File: src/source/task_unit_pkg.sv
package task_unit_pkg;

   // Queue sizing
   localparam int LOG_TQ_SIZE = 4;
   localparam int TQ_DEPTH    = 2 ** LOG_TQ_SIZE;
   localparam int TQ_COUNT_W  = LOG_TQ_SIZE + 1;

   // Task payload widths
   localparam int TS_W     = 32;
   localparam int LOCALE_W = 32;
   localparam int ARG_W    = 32;

   localparam int SPILL_SIZE_W = 6;

   // Register bus widths
   localparam int REG_ADDR_W = 8;
   localparam int REG_DATA_W = 32;

   // Configuration after reset
   // Spill size stays a multiple of 8
   localparam int SPILL_THRESHOLD_RST    = 12;
   localparam int SPILL_SIZE_RST         = 8;
   localparam int PRODUCER_THRESHOLD_RST = 4;

   typedef enum logic [3:0] {
      TASK_TYPE_PLAIN    = 4'd0,
      TASK_TYPE_SPLITTER = 4'd15
   } task_type_e;

   typedef struct packed {
      logic [TS_W-1:0]     ts;
      logic [LOCALE_W-1:0] locale;
      task_type_e          ttype;
      logic                producer;
      logic [ARG_W-1:0]    args;
   } task_t;

   typedef logic [TQ_COUNT_W-1:0] tq_count_t;

   typedef enum logic [REG_ADDR_W-1:0] {
      CSR_SPILL_THRESHOLD    = 8'h00,
      CSR_SPILL_SIZE         = 8'h04,
      CSR_PRODUCER_THRESHOLD = 8'h08,
      CSR_N_TASKS            = 8'h10,
      CSR_N_PRODUCER_TASKS   = 8'h14,
      CSR_STAT_ENQ           = 8'h20,
      CSR_STAT_COAL_CHILD    = 8'h24,
      CSR_STAT_DEQ           = 8'h28,
      CSR_STAT_SPLITTER_DEQ  = 8'h2c,
      CSR_STAT_OVERFLOW      = 8'h30
   } csr_addr_e;

   typedef struct packed {
      tq_count_t               spill_threshold;
      logic [SPILL_SIZE_W-1:0] spill_size;
      tq_count_t               producer_threshold;
   } unit_cfg_t;

   // One strobe per completed handshake
   typedef struct packed {
      logic enq;
      logic coal_child;
      logic deq;
      logic splitter_deq;
      logic overflow;
   } unit_events_t;

endpackage

File: src/source/task_queue_if.sv
interface task_queue_if
   import task_unit_pkg::*;
();

   logic      wr_en;
   task_t     wr_data;
   logic      rd_en;
   task_t     rd_data;
   logic      full;
   logic      empty;
   tq_count_t count;

   modport queue (
      input  wr_en, wr_data, rd_en,
      output rd_data, full, empty, count
   );

   // Admission side only needs the full flag
   modport writer (
      output wr_en, wr_data,
      input  full
   );

   modport reader (
      output rd_en,
      input  rd_data, empty, count
   );

endinterface

File: src/source/task_fifo.sv
module task_fifo
   import task_unit_pkg::*;
(
   input logic         clk,
   input logic         rstn,
   task_queue_if.queue q
);

   task_t                  mem [TQ_DEPTH];
   logic [LOG_TQ_SIZE-1:0] wr_ptr;
   logic [LOG_TQ_SIZE-1:0] rd_ptr;
   tq_count_t              count;

   always_ff @(posedge clk) begin
      if (q.wr_en) begin
         mem[wr_ptr] <= q.wr_data;
      end
   end

   always_ff @(posedge clk) begin
      if (!rstn) begin
         wr_ptr <= '0;
         rd_ptr <= '0;
         count  <= '0;
      end else begin
         if (q.wr_en) begin
            wr_ptr <= wr_ptr + 1'b1;
         end
         if (q.rd_en) begin
            rd_ptr <= rd_ptr + 1'b1;
         end
         case ({q.wr_en, q.rd_en})
            2'b10:   count <= count + 1'b1;
            2'b01:   count <= count - 1'b1;
            default: count <= count;
         endcase
      end
   end

   // Head of queue is always on the read port
   assign q.rd_data = mem[rd_ptr];
   assign q.count   = count;
   assign q.empty   = (count == '0);
   assign q.full    = (count == tq_count_t'(TQ_DEPTH));

   no_write_when_full: assert property (
      @(posedge clk) disable iff (!rstn)
      q.wr_en |-> !q.full
   );

   no_read_when_empty: assert property (
      @(posedge clk) disable iff (!rstn)
      q.rd_en |-> !q.empty
   );

endmodule

File: src/source/task_admit.sv
module task_admit
   import task_unit_pkg::*;
(
   input  logic          clk,
   input  logic          rstn,

   input  logic          task_enq_valid,
   output logic          task_enq_ready,
   input  task_t         task_enq_data,

   input  logic          coal_child_valid,
   output logic          coal_child_ready,
   input  task_t         coal_child_data,

   input  logic          almost_full,

   task_queue_if.writer  gen_q,
   task_queue_if.writer  prod_q,

   output logic          enq_event,
   output logic          coal_event
);

   task_t wr_task;
   logic  wr_any;

   // Children only wait on a full general queue
   assign coal_child_ready = coal_child_valid & !gen_q.full;
   assign task_enq_ready   = task_enq_valid & !coal_child_ready & !almost_full;

   assign wr_task = coal_child_ready ? coal_child_data : task_enq_data;
   assign wr_any  = coal_child_ready | task_enq_ready;

   // Producer bit picks the queue
   assign gen_q.wr_en    = wr_any & !wr_task.producer;
   assign prod_q.wr_en   = wr_any & wr_task.producer;
   assign gen_q.wr_data  = wr_task;
   assign prod_q.wr_data = wr_task;

   assign enq_event  = task_enq_valid & task_enq_ready;
   assign coal_event = coal_child_valid & coal_child_ready;

   // Enqueue gating needs almost_full up before either queue fills
   full_queue_is_almost_full: assert property (
      @(posedge clk) disable iff (!rstn)
      (gen_q.full || prod_q.full) |-> almost_full
   );

endmodule

File: src/source/task_dispatch.sv
module task_dispatch
   import task_unit_pkg::*;
(
   input  logic          clk,
   input  logic          rstn,

   input  unit_cfg_t     cfg,

   task_queue_if.reader  gen_q,
   task_queue_if.reader  prod_q,

   output logic          task_deq_valid,
   input  logic          task_deq_ready,
   output task_t         task_deq_data,

   output logic          splitter_deq_valid,
   input  logic          splitter_deq_ready,
   output task_t         splitter_deq_task,

   output logic          overflow_valid,
   input  logic          overflow_ready,
   output task_t         overflow_data,

   output logic          almost_full,

   output logic          deq_event,
   output logic          splitter_event,
   output logic          overflow_event
);

   logic [SPILL_SIZE_W-1:0] spills_left;
   logic                    spill_prod;
   logic                    spilling;
   logic                    spill_src_empty;
   logic                    deq_producer;
   logic                    prod_is_splitter;

   assign almost_full = (gen_q.count > cfg.spill_threshold) |
                        (prod_q.count > cfg.spill_threshold);

   assign spilling = (spills_left != '0);

   // Burst counter with the source queue fixed at burst start
   always_ff @(posedge clk) begin
      if (!rstn) begin
         spills_left <= '0;
         spill_prod  <= 1'b0;
      end else if (!spilling && almost_full) begin
         spills_left <= cfg.spill_size;
         spill_prod  <= (prod_q.count > cfg.spill_threshold);
      end else if (overflow_valid && overflow_ready) begin
         spills_left <= spills_left - 1'b1;
      end
   end

   assign spill_src_empty = spill_prod ? prod_q.empty : gen_q.empty;
   assign overflow_valid  = spilling & !spill_src_empty;
   assign overflow_data   = spill_prod ? prod_q.rd_data : gen_q.rd_data;

   assign deq_producer     = (gen_q.count < cfg.producer_threshold) & !prod_q.empty;
   assign prod_is_splitter = (prod_q.rd_data.ttype == TASK_TYPE_SPLITTER);

   always_comb begin
      task_deq_valid     = 1'b0;
      splitter_deq_valid = 1'b0;
      task_deq_data      = gen_q.rd_data;
      gen_q.rd_en        = 1'b0;
      prod_q.rd_en       = 1'b0;
      if (!spilling) begin
         if (deq_producer) begin
            if (prod_is_splitter) begin
               splitter_deq_valid = 1'b1;
               prod_q.rd_en       = splitter_deq_ready;
            end else begin
               task_deq_valid = 1'b1;
               task_deq_data  = prod_q.rd_data;
               prod_q.rd_en   = task_deq_ready;
            end
         end else if (!gen_q.empty) begin
            task_deq_valid = 1'b1;
            gen_q.rd_en    = task_deq_ready;
         end
      end else if (overflow_valid && overflow_ready) begin
         // Pop the latched queue on each overflow transfer
         if (spill_prod) begin
            prod_q.rd_en = 1'b1;
         end else begin
            gen_q.rd_en = 1'b1;
         end
      end
   end

   assign splitter_deq_task = prod_q.rd_data;

   assign deq_event      = task_deq_valid & task_deq_ready;
   assign splitter_event = splitter_deq_valid & splitter_deq_ready;
   assign overflow_event = overflow_valid & overflow_ready;

   // A stalled overflow transfer keeps its task
   overflow_held_when_stalled: assert property (
      @(posedge clk) disable iff (!rstn)
      overflow_valid && !overflow_ready |=> overflow_valid && $stable(overflow_data)
   );

endmodule

File: src/source/task_unit_csr.sv
module task_unit_csr
   import task_unit_pkg::*;
(
   input  logic                  clk,
   input  logic                  rstn,

   input  logic                  reg_wvalid,
   input  csr_addr_e             reg_waddr,
   input  logic [REG_DATA_W-1:0] reg_wdata,

   input  logic                  reg_arvalid,
   input  csr_addr_e             reg_araddr,
   output logic                  reg_rvalid,
   output logic [REG_DATA_W-1:0] reg_rdata,

   input  tq_count_t             gen_count,
   input  tq_count_t             prod_count,

   input  unit_events_t          events,

   output unit_cfg_t             cfg
);

   logic [REG_DATA_W-1:0] stat_enq;
   logic [REG_DATA_W-1:0] stat_coal_child;
   logic [REG_DATA_W-1:0] stat_deq;
   logic [REG_DATA_W-1:0] stat_splitter_deq;
   logic [REG_DATA_W-1:0] stat_overflow;
   logic [REG_DATA_W-1:0] rd_mux;

   always_ff @(posedge clk) begin
      if (!rstn) begin
         cfg.spill_threshold    <= tq_count_t'(SPILL_THRESHOLD_RST);
         cfg.spill_size         <= SPILL_SIZE_W'(SPILL_SIZE_RST);
         cfg.producer_threshold <= tq_count_t'(PRODUCER_THRESHOLD_RST);
      end else if (reg_wvalid) begin
         case (reg_waddr)
            CSR_SPILL_THRESHOLD:    cfg.spill_threshold    <= reg_wdata[TQ_COUNT_W-1:0];
            CSR_SPILL_SIZE:         cfg.spill_size         <= reg_wdata[SPILL_SIZE_W-1:0];
            CSR_PRODUCER_THRESHOLD: cfg.producer_threshold <= reg_wdata[TQ_COUNT_W-1:0];
            default: ;
         endcase
      end
   end

   // Handshake counters
   always_ff @(posedge clk) begin
      if (!rstn) begin
         stat_enq          <= '0;
         stat_coal_child   <= '0;
         stat_deq          <= '0;
         stat_splitter_deq <= '0;
         stat_overflow     <= '0;
      end else begin
         stat_enq          <= stat_enq + REG_DATA_W'(events.enq);
         stat_coal_child   <= stat_coal_child + REG_DATA_W'(events.coal_child);
         stat_deq          <= stat_deq + REG_DATA_W'(events.deq);
         stat_splitter_deq <= stat_splitter_deq + REG_DATA_W'(events.splitter_deq);
         stat_overflow     <= stat_overflow + REG_DATA_W'(events.overflow);
      end
   end

   always_comb begin
      case (reg_araddr)
         CSR_SPILL_THRESHOLD:    rd_mux = REG_DATA_W'(cfg.spill_threshold);
         CSR_SPILL_SIZE:         rd_mux = REG_DATA_W'(cfg.spill_size);
         CSR_PRODUCER_THRESHOLD: rd_mux = REG_DATA_W'(cfg.producer_threshold);
         CSR_N_TASKS:            rd_mux = REG_DATA_W'(gen_count);
         CSR_N_PRODUCER_TASKS:   rd_mux = REG_DATA_W'(prod_count);
         CSR_STAT_ENQ:           rd_mux = stat_enq;
         CSR_STAT_COAL_CHILD:    rd_mux = stat_coal_child;
         CSR_STAT_DEQ:           rd_mux = stat_deq;
         CSR_STAT_SPLITTER_DEQ:  rd_mux = stat_splitter_deq;
         CSR_STAT_OVERFLOW:      rd_mux = stat_overflow;
         default:                rd_mux = '0;
      endcase
   end

   // Read data one cycle after the request
   always_ff @(posedge clk) begin
      if (!rstn) begin
         reg_rvalid <= 1'b0;
      end else begin
         reg_rvalid <= reg_arvalid;
      end
   end

   always_ff @(posedge clk) begin
      if (reg_arvalid) begin
         reg_rdata <= rd_mux;
      end
   end

endmodule

File: src/source/task_unit.sv
module task_unit
   import task_unit_pkg::*;
(
   input  logic                  clk,
   input  logic                  rstn,

   input  logic                  task_enq_valid,
   output logic                  task_enq_ready,
   input  task_t                 task_enq_data,

   input  logic                  coal_child_valid,
   output logic                  coal_child_ready,
   input  task_t                 coal_child_data,

   output logic                  task_deq_valid,
   input  logic                  task_deq_ready,
   output task_t                 task_deq_data,

   output logic                  splitter_deq_valid,
   input  logic                  splitter_deq_ready,
   output task_t                 splitter_deq_task,

   output logic                  overflow_valid,
   input  logic                  overflow_ready,
   output task_t                 overflow_data,

   output logic                  full,
   output logic                  almost_full,
   output logic                  empty,

   input  logic                  reg_wvalid,
   input  logic [REG_ADDR_W-1:0] reg_waddr,
   input  logic [REG_DATA_W-1:0] reg_wdata,
   input  logic                  reg_arvalid,
   input  logic [REG_ADDR_W-1:0] reg_araddr,
   output logic                  reg_rvalid,
   output logic [REG_DATA_W-1:0] reg_rdata
);

   task_queue_if gen_q ();
   task_queue_if prod_q ();

   unit_cfg_t    cfg;
   unit_events_t events;

   task_fifo gen_fifo_i (.clk, .rstn, .q(gen_q.queue));
   task_fifo prod_fifo_i (.clk, .rstn, .q(prod_q.queue));

   task_admit task_admit_i (
      .clk, .rstn,
      .task_enq_valid, .task_enq_ready, .task_enq_data,
      .coal_child_valid, .coal_child_ready, .coal_child_data,
      .almost_full,
      .gen_q(gen_q.writer), .prod_q(prod_q.writer),
      .enq_event(events.enq), .coal_event(events.coal_child)
   );

   task_dispatch task_dispatch_i (
      .clk, .rstn, .cfg,
      .gen_q(gen_q.reader), .prod_q(prod_q.reader),
      .task_deq_valid, .task_deq_ready, .task_deq_data,
      .splitter_deq_valid, .splitter_deq_ready, .splitter_deq_task,
      .overflow_valid, .overflow_ready, .overflow_data,
      .almost_full,
      .deq_event(events.deq), .splitter_event(events.splitter_deq),
      .overflow_event(events.overflow)
   );

   task_unit_csr task_unit_csr_i (
      .clk, .rstn,
      .reg_wvalid, .reg_waddr(csr_addr_e'(reg_waddr)), .reg_wdata,
      .reg_arvalid, .reg_araddr(csr_addr_e'(reg_araddr)), .reg_rvalid, .reg_rdata,
      .gen_count(gen_q.count), .prod_count(prod_q.count),
      .events, .cfg
   );

   // Status follows the general queue only
   assign full  = gen_q.full;
   assign empty = gen_q.empty;

endmodule

File: config.mk
export PLATFORM = sky130hd
export DESIGN_NAME = task_unit
export DESIGN_NICKNAME = d
export VERILOG_FILES = /design/src/source/task_unit_pkg.sv /design/src/source/task_queue_if.sv /design/src/source/task_fifo.sv /design/src/source/task_admit.sv /design/src/source/task_dispatch.sv /design/src/source/task_unit_csr.sv /design/src/source/task_unit.sv
export SDC_FILE = /design/constraint.sdc
export NUM_CORES = 2
export LEC_CHECK = 0
export CAP_MARGIN = 20
export CORE_ASPECT_RATIO = 2
export CORE_MARGIN = 2
export CORE_UTILIZATION = 30
export CTS_BUF_LIST = sky130_fd_sc_hd__clkbuf_16
export DETAILED_ROUTE_END_ITERATION = 6
export DONT_BUFFER_PORTS = 1
export GPL_TIMING_DRIVEN = 0
export PLACE_DENSITY = 0.5
export SLEW_MARGIN = 5
export SYNTH_ARGS = -nofsm -noshare
export SYNTH_HDL_FRONTEND = slang
export SYNTH_SLANG_ARGS = --single-unit
File: constraint.sdc
create_clock -name clk -period 16.5 [get_ports clk]
set_input_delay 0.825 -clock clk [delete_from_list [all_inputs] [get_ports clk]]
set_output_delay 0.825 -clock clk [all_outputs]
set_load 0.02 [all_outputs]
# After elaboration in Yosys (flattened, before gate mapping)
# Memory sizes are Yosys's and may differ from the RTL's. A register that Yosys moved wholly into a read port is not among the register bits.
# Index checks and enable logic that the tools add are counted.
# op_classes
add_sub_neg	14
mul	0
n_div	0
order_cmp	3
n_eq_ne	17
shift	0
n_mux	36
n_bitwise	14
reduce_logical	20
# ops
cell	count
$mux 101	5
$pmux 32 s10	1
$add 32x1->32	5
$eq 8x6->1 const B	5
$mux 1	22
$pmux 5 s2	2
$add 4x1->4 const B	4
$eq 8x3->1 const B	2
$eq 8x4->1 const B	2
$eq 8x5->1 const B	2
$logic_not 8->1	2
$mux 4	4
$and 1x1->1	12
$mux 6	2
$add 5x1->5 const B	2
$gt 5x5->1	2
$logic_not 5->1	2
$sub 5x1->5 const B	2
$logic_not 1->1	7
$reduce_and 2->1	3
$reduce_bool 2->1	3
$reduce_bool 6->1	1
$sub 6x1->6 const B	1
$eq 5x5->1 const B	1
other kinds (6)	10
# word_totals
regBits	242
latch_bits	0
ram_bits	3232
romBits	0
input_bits	259
wordCells	124
mem_count	2
# mem_list
memory	words	width	read_ports	rd_clocked_by_memory_dff	wr	line	source
gen_fifo_i.mem	16	101	1	1	1	task_fifo.sv:9	task_t mem [TQ_DEPTH];
prod_fifo_i.mem	16	101	1	1	1	task_fifo.sv:9	

# Depth between registers and ports, before layout
# logic_depth
depth_word	10
ltp_mapped	19

# Modules after synthesis
# Synthesis repeated with hierarchy kept, for this count alone.
# hier_totals
hier_cells	6905
area_unflattened_um2	139184.7
# by_module_without_submodules
module	instances	cells_per_inst	area_each_um2	seq_area_each_um2
task_fifo at gen_fifo_i	1	2573	61297.5	48866.9
task_fifo at prod_fifo_i	1	2573	61296.3	48866.9
task_unit_csr	1	1096	9980.8	4504.3
task_dispatch	1	439	4399.2	140.1
task_admit	1	224	2210.9	0.0

# Worst setup path before layout
# OpenSTA, ideal clock, no wires.
# synth_path
kind	flip-flop to flip-flop
startpoint	register, netlist name task_unit_csr_i.cfg[12]
endpoint	memory prod_fifo_i.mem[2][0] in the netlist's numbering, enable pin
arrival_ns	8.991
slack_ns	6.824
stages_incl_launch_ff	10
path_buffers	0
path_cell_list	dfxtp_1 -> inv_1 -> ha_1 -> nor2b_1 -> o21a_1 -> o21ai_0 -> a221oi_1 -> o41ai_2 -> nand2_1 -> nor3_1
# synth_between
elab_chain_len	8
elab_cells_between_ends	9
cone_classes	order compare (2); mux (2); bitwise (4); reduce/logical (1)
# synth_lines
item	line	source
$gt 5x5->1 (on tied branches)	task_dispatch.sv:38, task_dispatch.sv:39	
$or 1x1->1 (*)	task_dispatch.sv:38	assign almost_full = (gen_q.count > cfg.spill_threshold) |
$logic_not 1->1 (*)	task_admit.sv:29	assign task_enq_ready = task_enq_valid & !coal_child_ready & !almost_full;
$and 1x1->1 (*)	task_admit.sv:29	
$or 1x1->1 (*)	task_admit.sv:32	assign wr_any = coal_child_ready | task_enq_ready;
$and 1x1->1 (*)	task_admit.sv:36	assign prod_q.wr_en = wr_any & wr_task.producer;
$mux 1 (*)	task_fifo.sv:15	if (q.wr_en) begin
$mux 1 (not written as such) (*)	task_fifo.sv:16	mem[wr_ptr] <= q.wr_data;
end: declaration	task_fifo.sv:9	
# Mark *: on every way between the ends. The rest lies on a longest branch, timed or not.

==> results_dict.tcl <==
set metrics [dict create \
    status "completed" \
    ioPinCount 603 \
    synthAdderAreaFrac_pct 0.4014 \
    initial_core_util_pct 30.08 \
    synth-seq-area-share_pct 74.65 \
    dp_hpwl_microns 318500 \
    fin_crit_ns 6.330 \
    synth-edff-count 3264 \
    final.period_utilization_pct 38.36 \
    synth_top_family_by_area "multiplexers" \
    clockBufferDepth 4 \
    dr.first_iter.drc_count 6825 \
    htreeDepth 5 \
    crit_path_top_delay_cell "clkbuf_1" \
    worstPathMaxFanout 10 \
    pre_cts_slack_ns 10.55 \
    setup_slack_ns 10.17 \
    grt_setup_unrepaired "no" \
    vias 69100 \
    hold_viol 0 \
    muxShareOfSynthArea_pct 18.66 \
    cap_viol_max_count 0 \
    syn_to_final_growth_pct 18.58 \
    relSlewSlack_pct 22.14 \
    post-route-util_pct 35.67 \
    slew_violations 0 \
    routabilityCongestion 0.8438 \
    synth_compound_area_share_pct 0.9242 \
    core_sq_mm 0.4559 \
    wl_microns 444000 \
    clkTransAtPathRegs_ns 0.07 \
    port_buffers 0 \
    power.density_mw_per_mm2 146.6 \
    yosysWarningCount 0 \
    route.detailed.drc 0 \
    antenna_found_initial 34 \
    syn-num-nets 6724 \
    die_y_microns 960.2 \
    cp-end-kind "output port" \
    cts_inserted_buffers 330 \
    grt_max_degree 34 \
    fin_nets 7483 \
    wl_per_cell_microns 32.97 \
    yosys.area_share.xor_xnor_pct 0.9580 \
    gr-total-overflow 0 \
    grt_pass1_vias 72110 \
    synth-main-ff-cell "edfxtp_1" \
    cp_data_arrival_time_ns 5.50 \
    hold_slack_ns 0.06895 \
    start_kind "flip-flop" \
    clock_sinks 3482 \
    setup.worst_path.class "flip-flop to output port" \
    ys_ff_latch 3482 \
    setup_viol_count_final 0 \
    min_path_type "input pin to flip-flop" \
    critPathMaxStageDelay_ns 0.89 \
    cts-root-buf "clkbuf_16" \
    rows 351 \
    fin_worst_skew_ns 0.06449 \
    clk_latency_ns 0.95 \
    worstPathCellList "buf_4, buf_4, buf_2, buf_2, clkbuf_1, mux4_2, mux4_2, mux2_2" \
    cts_setup_buffers 0 \
    grt_use_total_pct 18.80 \
    ant_nets 0 \
    ir_drop_v 0.0002307 \
    postSynthCellCount 6421 \
    grt_pass1_wl_microns 599200 \
    cp.required_ns 15.67 \
    drive_above_1_share_pct 29.94 \
    tritoncts "done" \
    ys_types 68 \
    avgSynthCellArea_sq_um 21.36 \
    drt-vias-per-instance 5.130 \
    tightest_slew_ns 1.158 \
    drtPass1Iterations 7 \
    async_reset_ff_share_pct 0 \
    dieWidth_microns 482.1 \
    synth_area_sq_mm 0.1371 \
    yosys.area_share.simple_pct 3.015 \
    die_area_sq_mm 0.4629 \
    p_leak_nw 50.40 \
    fmax_mhz 158.0 \
]
==> kinds of logic after synthesis <==
group,count (synthesis)
flip-flops,3482
buffers and inverters,365
multiplexers,1266
adder cells (fa/ha/maj),44
XOR/XNOR,150
AO/OA/AOI/OAI,187
AND/OR/NAND/NOR,927
==> layer usage <==
layer	up-vias	GRT usage [%]	routed length (microns)
met1	37830	22.39	165700
li1	28150	-	-
met2	2500	33.82	234600
met5	-	0	7
met3	609	2.897	25590
met4	2	7.208	18190
==> timing repair <==
action	4_1_cts	5_1_grt
hold endpoints to repair	37	0
gates resized for setup	0	0
hold buffers	4	0
==> layout by cell type (no fill, tap or decap), types with 25 or more instances in the layout <==
cell,instances
a21oi_1,45
a221o_1,28
and2_1,35
and3_1,28
buf_1,40
buf_12,164
buf_16,83
buf_2,42
buf_4,76
buf_6,108
buf_8,44
clkbuf_1,168
clkbuf_16,336
clkinv_1,74
clkinv_2,47
dfxtp_1,218
diode_2,33
edfxtp_1,3264
ha_1,44
inv_1,118
mux2_2,178
mux2i_1,57
mux4_2,1006
nand2_1,432
nand3_1,86
nand4_1,33
nor2_1,185
o21ai_0,60
or3_1,25
xnor2_1,49
xor2_1,101
==> cell type report <==
| class | instances | area [sq um] |
|---|---|---|
| buffer | 323 | 1778 |
| clock buffer | 336 | 8408 |
| fill | 41930 | 293200 |
| clock inverter | 251 | 1829 |
| timing repair buffer | 427 | 7382 |
| inverter | 42 | 157.7 |
| antenna | 33 | 82.58 |
| multi-input combinational | 2574 | 33100 |
| sequential | 3482 | 102400 |
| tap | 6001 | 7508 |
==> metrics by stage <==
stage                     area (sq um)  power [W]  setup TNS (ns)  std cells
after floorplan                 137100    0.01429               0       6421
after global placement          144600    0.01649        -4467.20      12420
after detailed placement        150600    0.01665               0      12780
after CTS                       160900    0.02407               0      13370
after global routing            162500    0.02464               0      13440
final                           162600    0.02385               0      13470
==> cell usage after synthesis, drive strengths merged (25+ instances only) <==
cell	n	area share [%]
inv	40	0.11
nand2	434	1.2
nor3	27	0.10
buf	133	0.75
a221o	28	0.20
clkbuf	189	0.52
nand4	34	0.16
nand3	86	0.31
nor2	209	0.57
xnor2	49	0.31
a21oi	46	0.17
mux4	1006	17
mux2i	57	0.42
and2	35	0.16
or3	25	0.11
mux2	203	1.7
ha	44	0.40
and3	28	0.13
edfxtp	3264	71
dfxtp	218	3.2
o21ai	60	0.22
xor2	101	0.65
==> report_power, final <==
group	leakage (nW)	total, W	internal (W)	switching (W)
clock	5.31	0.00743	0.00406	0.00337
combinational	13.7	0.00607	0.00211	0.00395
sequential	31.3	0.0104	0.0103	0.0000881
==> registers in the layout (all words and copies together), names as in the netlist, 4 cells and up, named ones only <==
signal                             count
prod_fifo_i.wr_ptr                     4
gen_fifo_i.q.count                     5
task_unit_csr_i.stat_deq              32
task_unit_csr_i.stat_splitter_deq     32
task_unit_csr_i.stat_coal_child       32
gen_fifo_i.mem                      1616
task_unit_csr_i.reg_rdata             32
gen_fifo_i.rd_ptr                      4
task_unit_csr_i.stat_overflow         32
task_unit_csr_i.stat_enq              32
prod_fifo_i.rd_ptr                     4
task_dispatch_i.spills_left            6
prod_fifo_i.q.count                    5
prod_fifo_i.mem                     1616
task_unit_csr_i.cfg                   16
gen_fifo_i.wr_ptr                      4
==> critical path, delay by kind of cell (launching register included) <==
family                 cells  cell delay, ns
buffers and inverters      5            2.52
flip-flops                 1            0.35
multiplexers               3            1.65
==> final timing paths <==
check / slack (ns) / endpoint / cells past startpoint / from
worst min register to register: 0.50 / prod_fifo_i.rd_ptr[1] / 2 / prod_fifo_i.rd_ptr[1]
worst max-delay path: 10.17 / overflow_data[97] / 8 / flip-flop
worst min-delay path: 0.07 / task_unit_csr_i.cfg[0] / 2 / reg_wdata[0]
worst max register to register: 10.54 / task_unit_csr_i.stat_enq[31] / 15 / gen_fifo_i.q.count[1]
(Power assumes the default switching activity.)
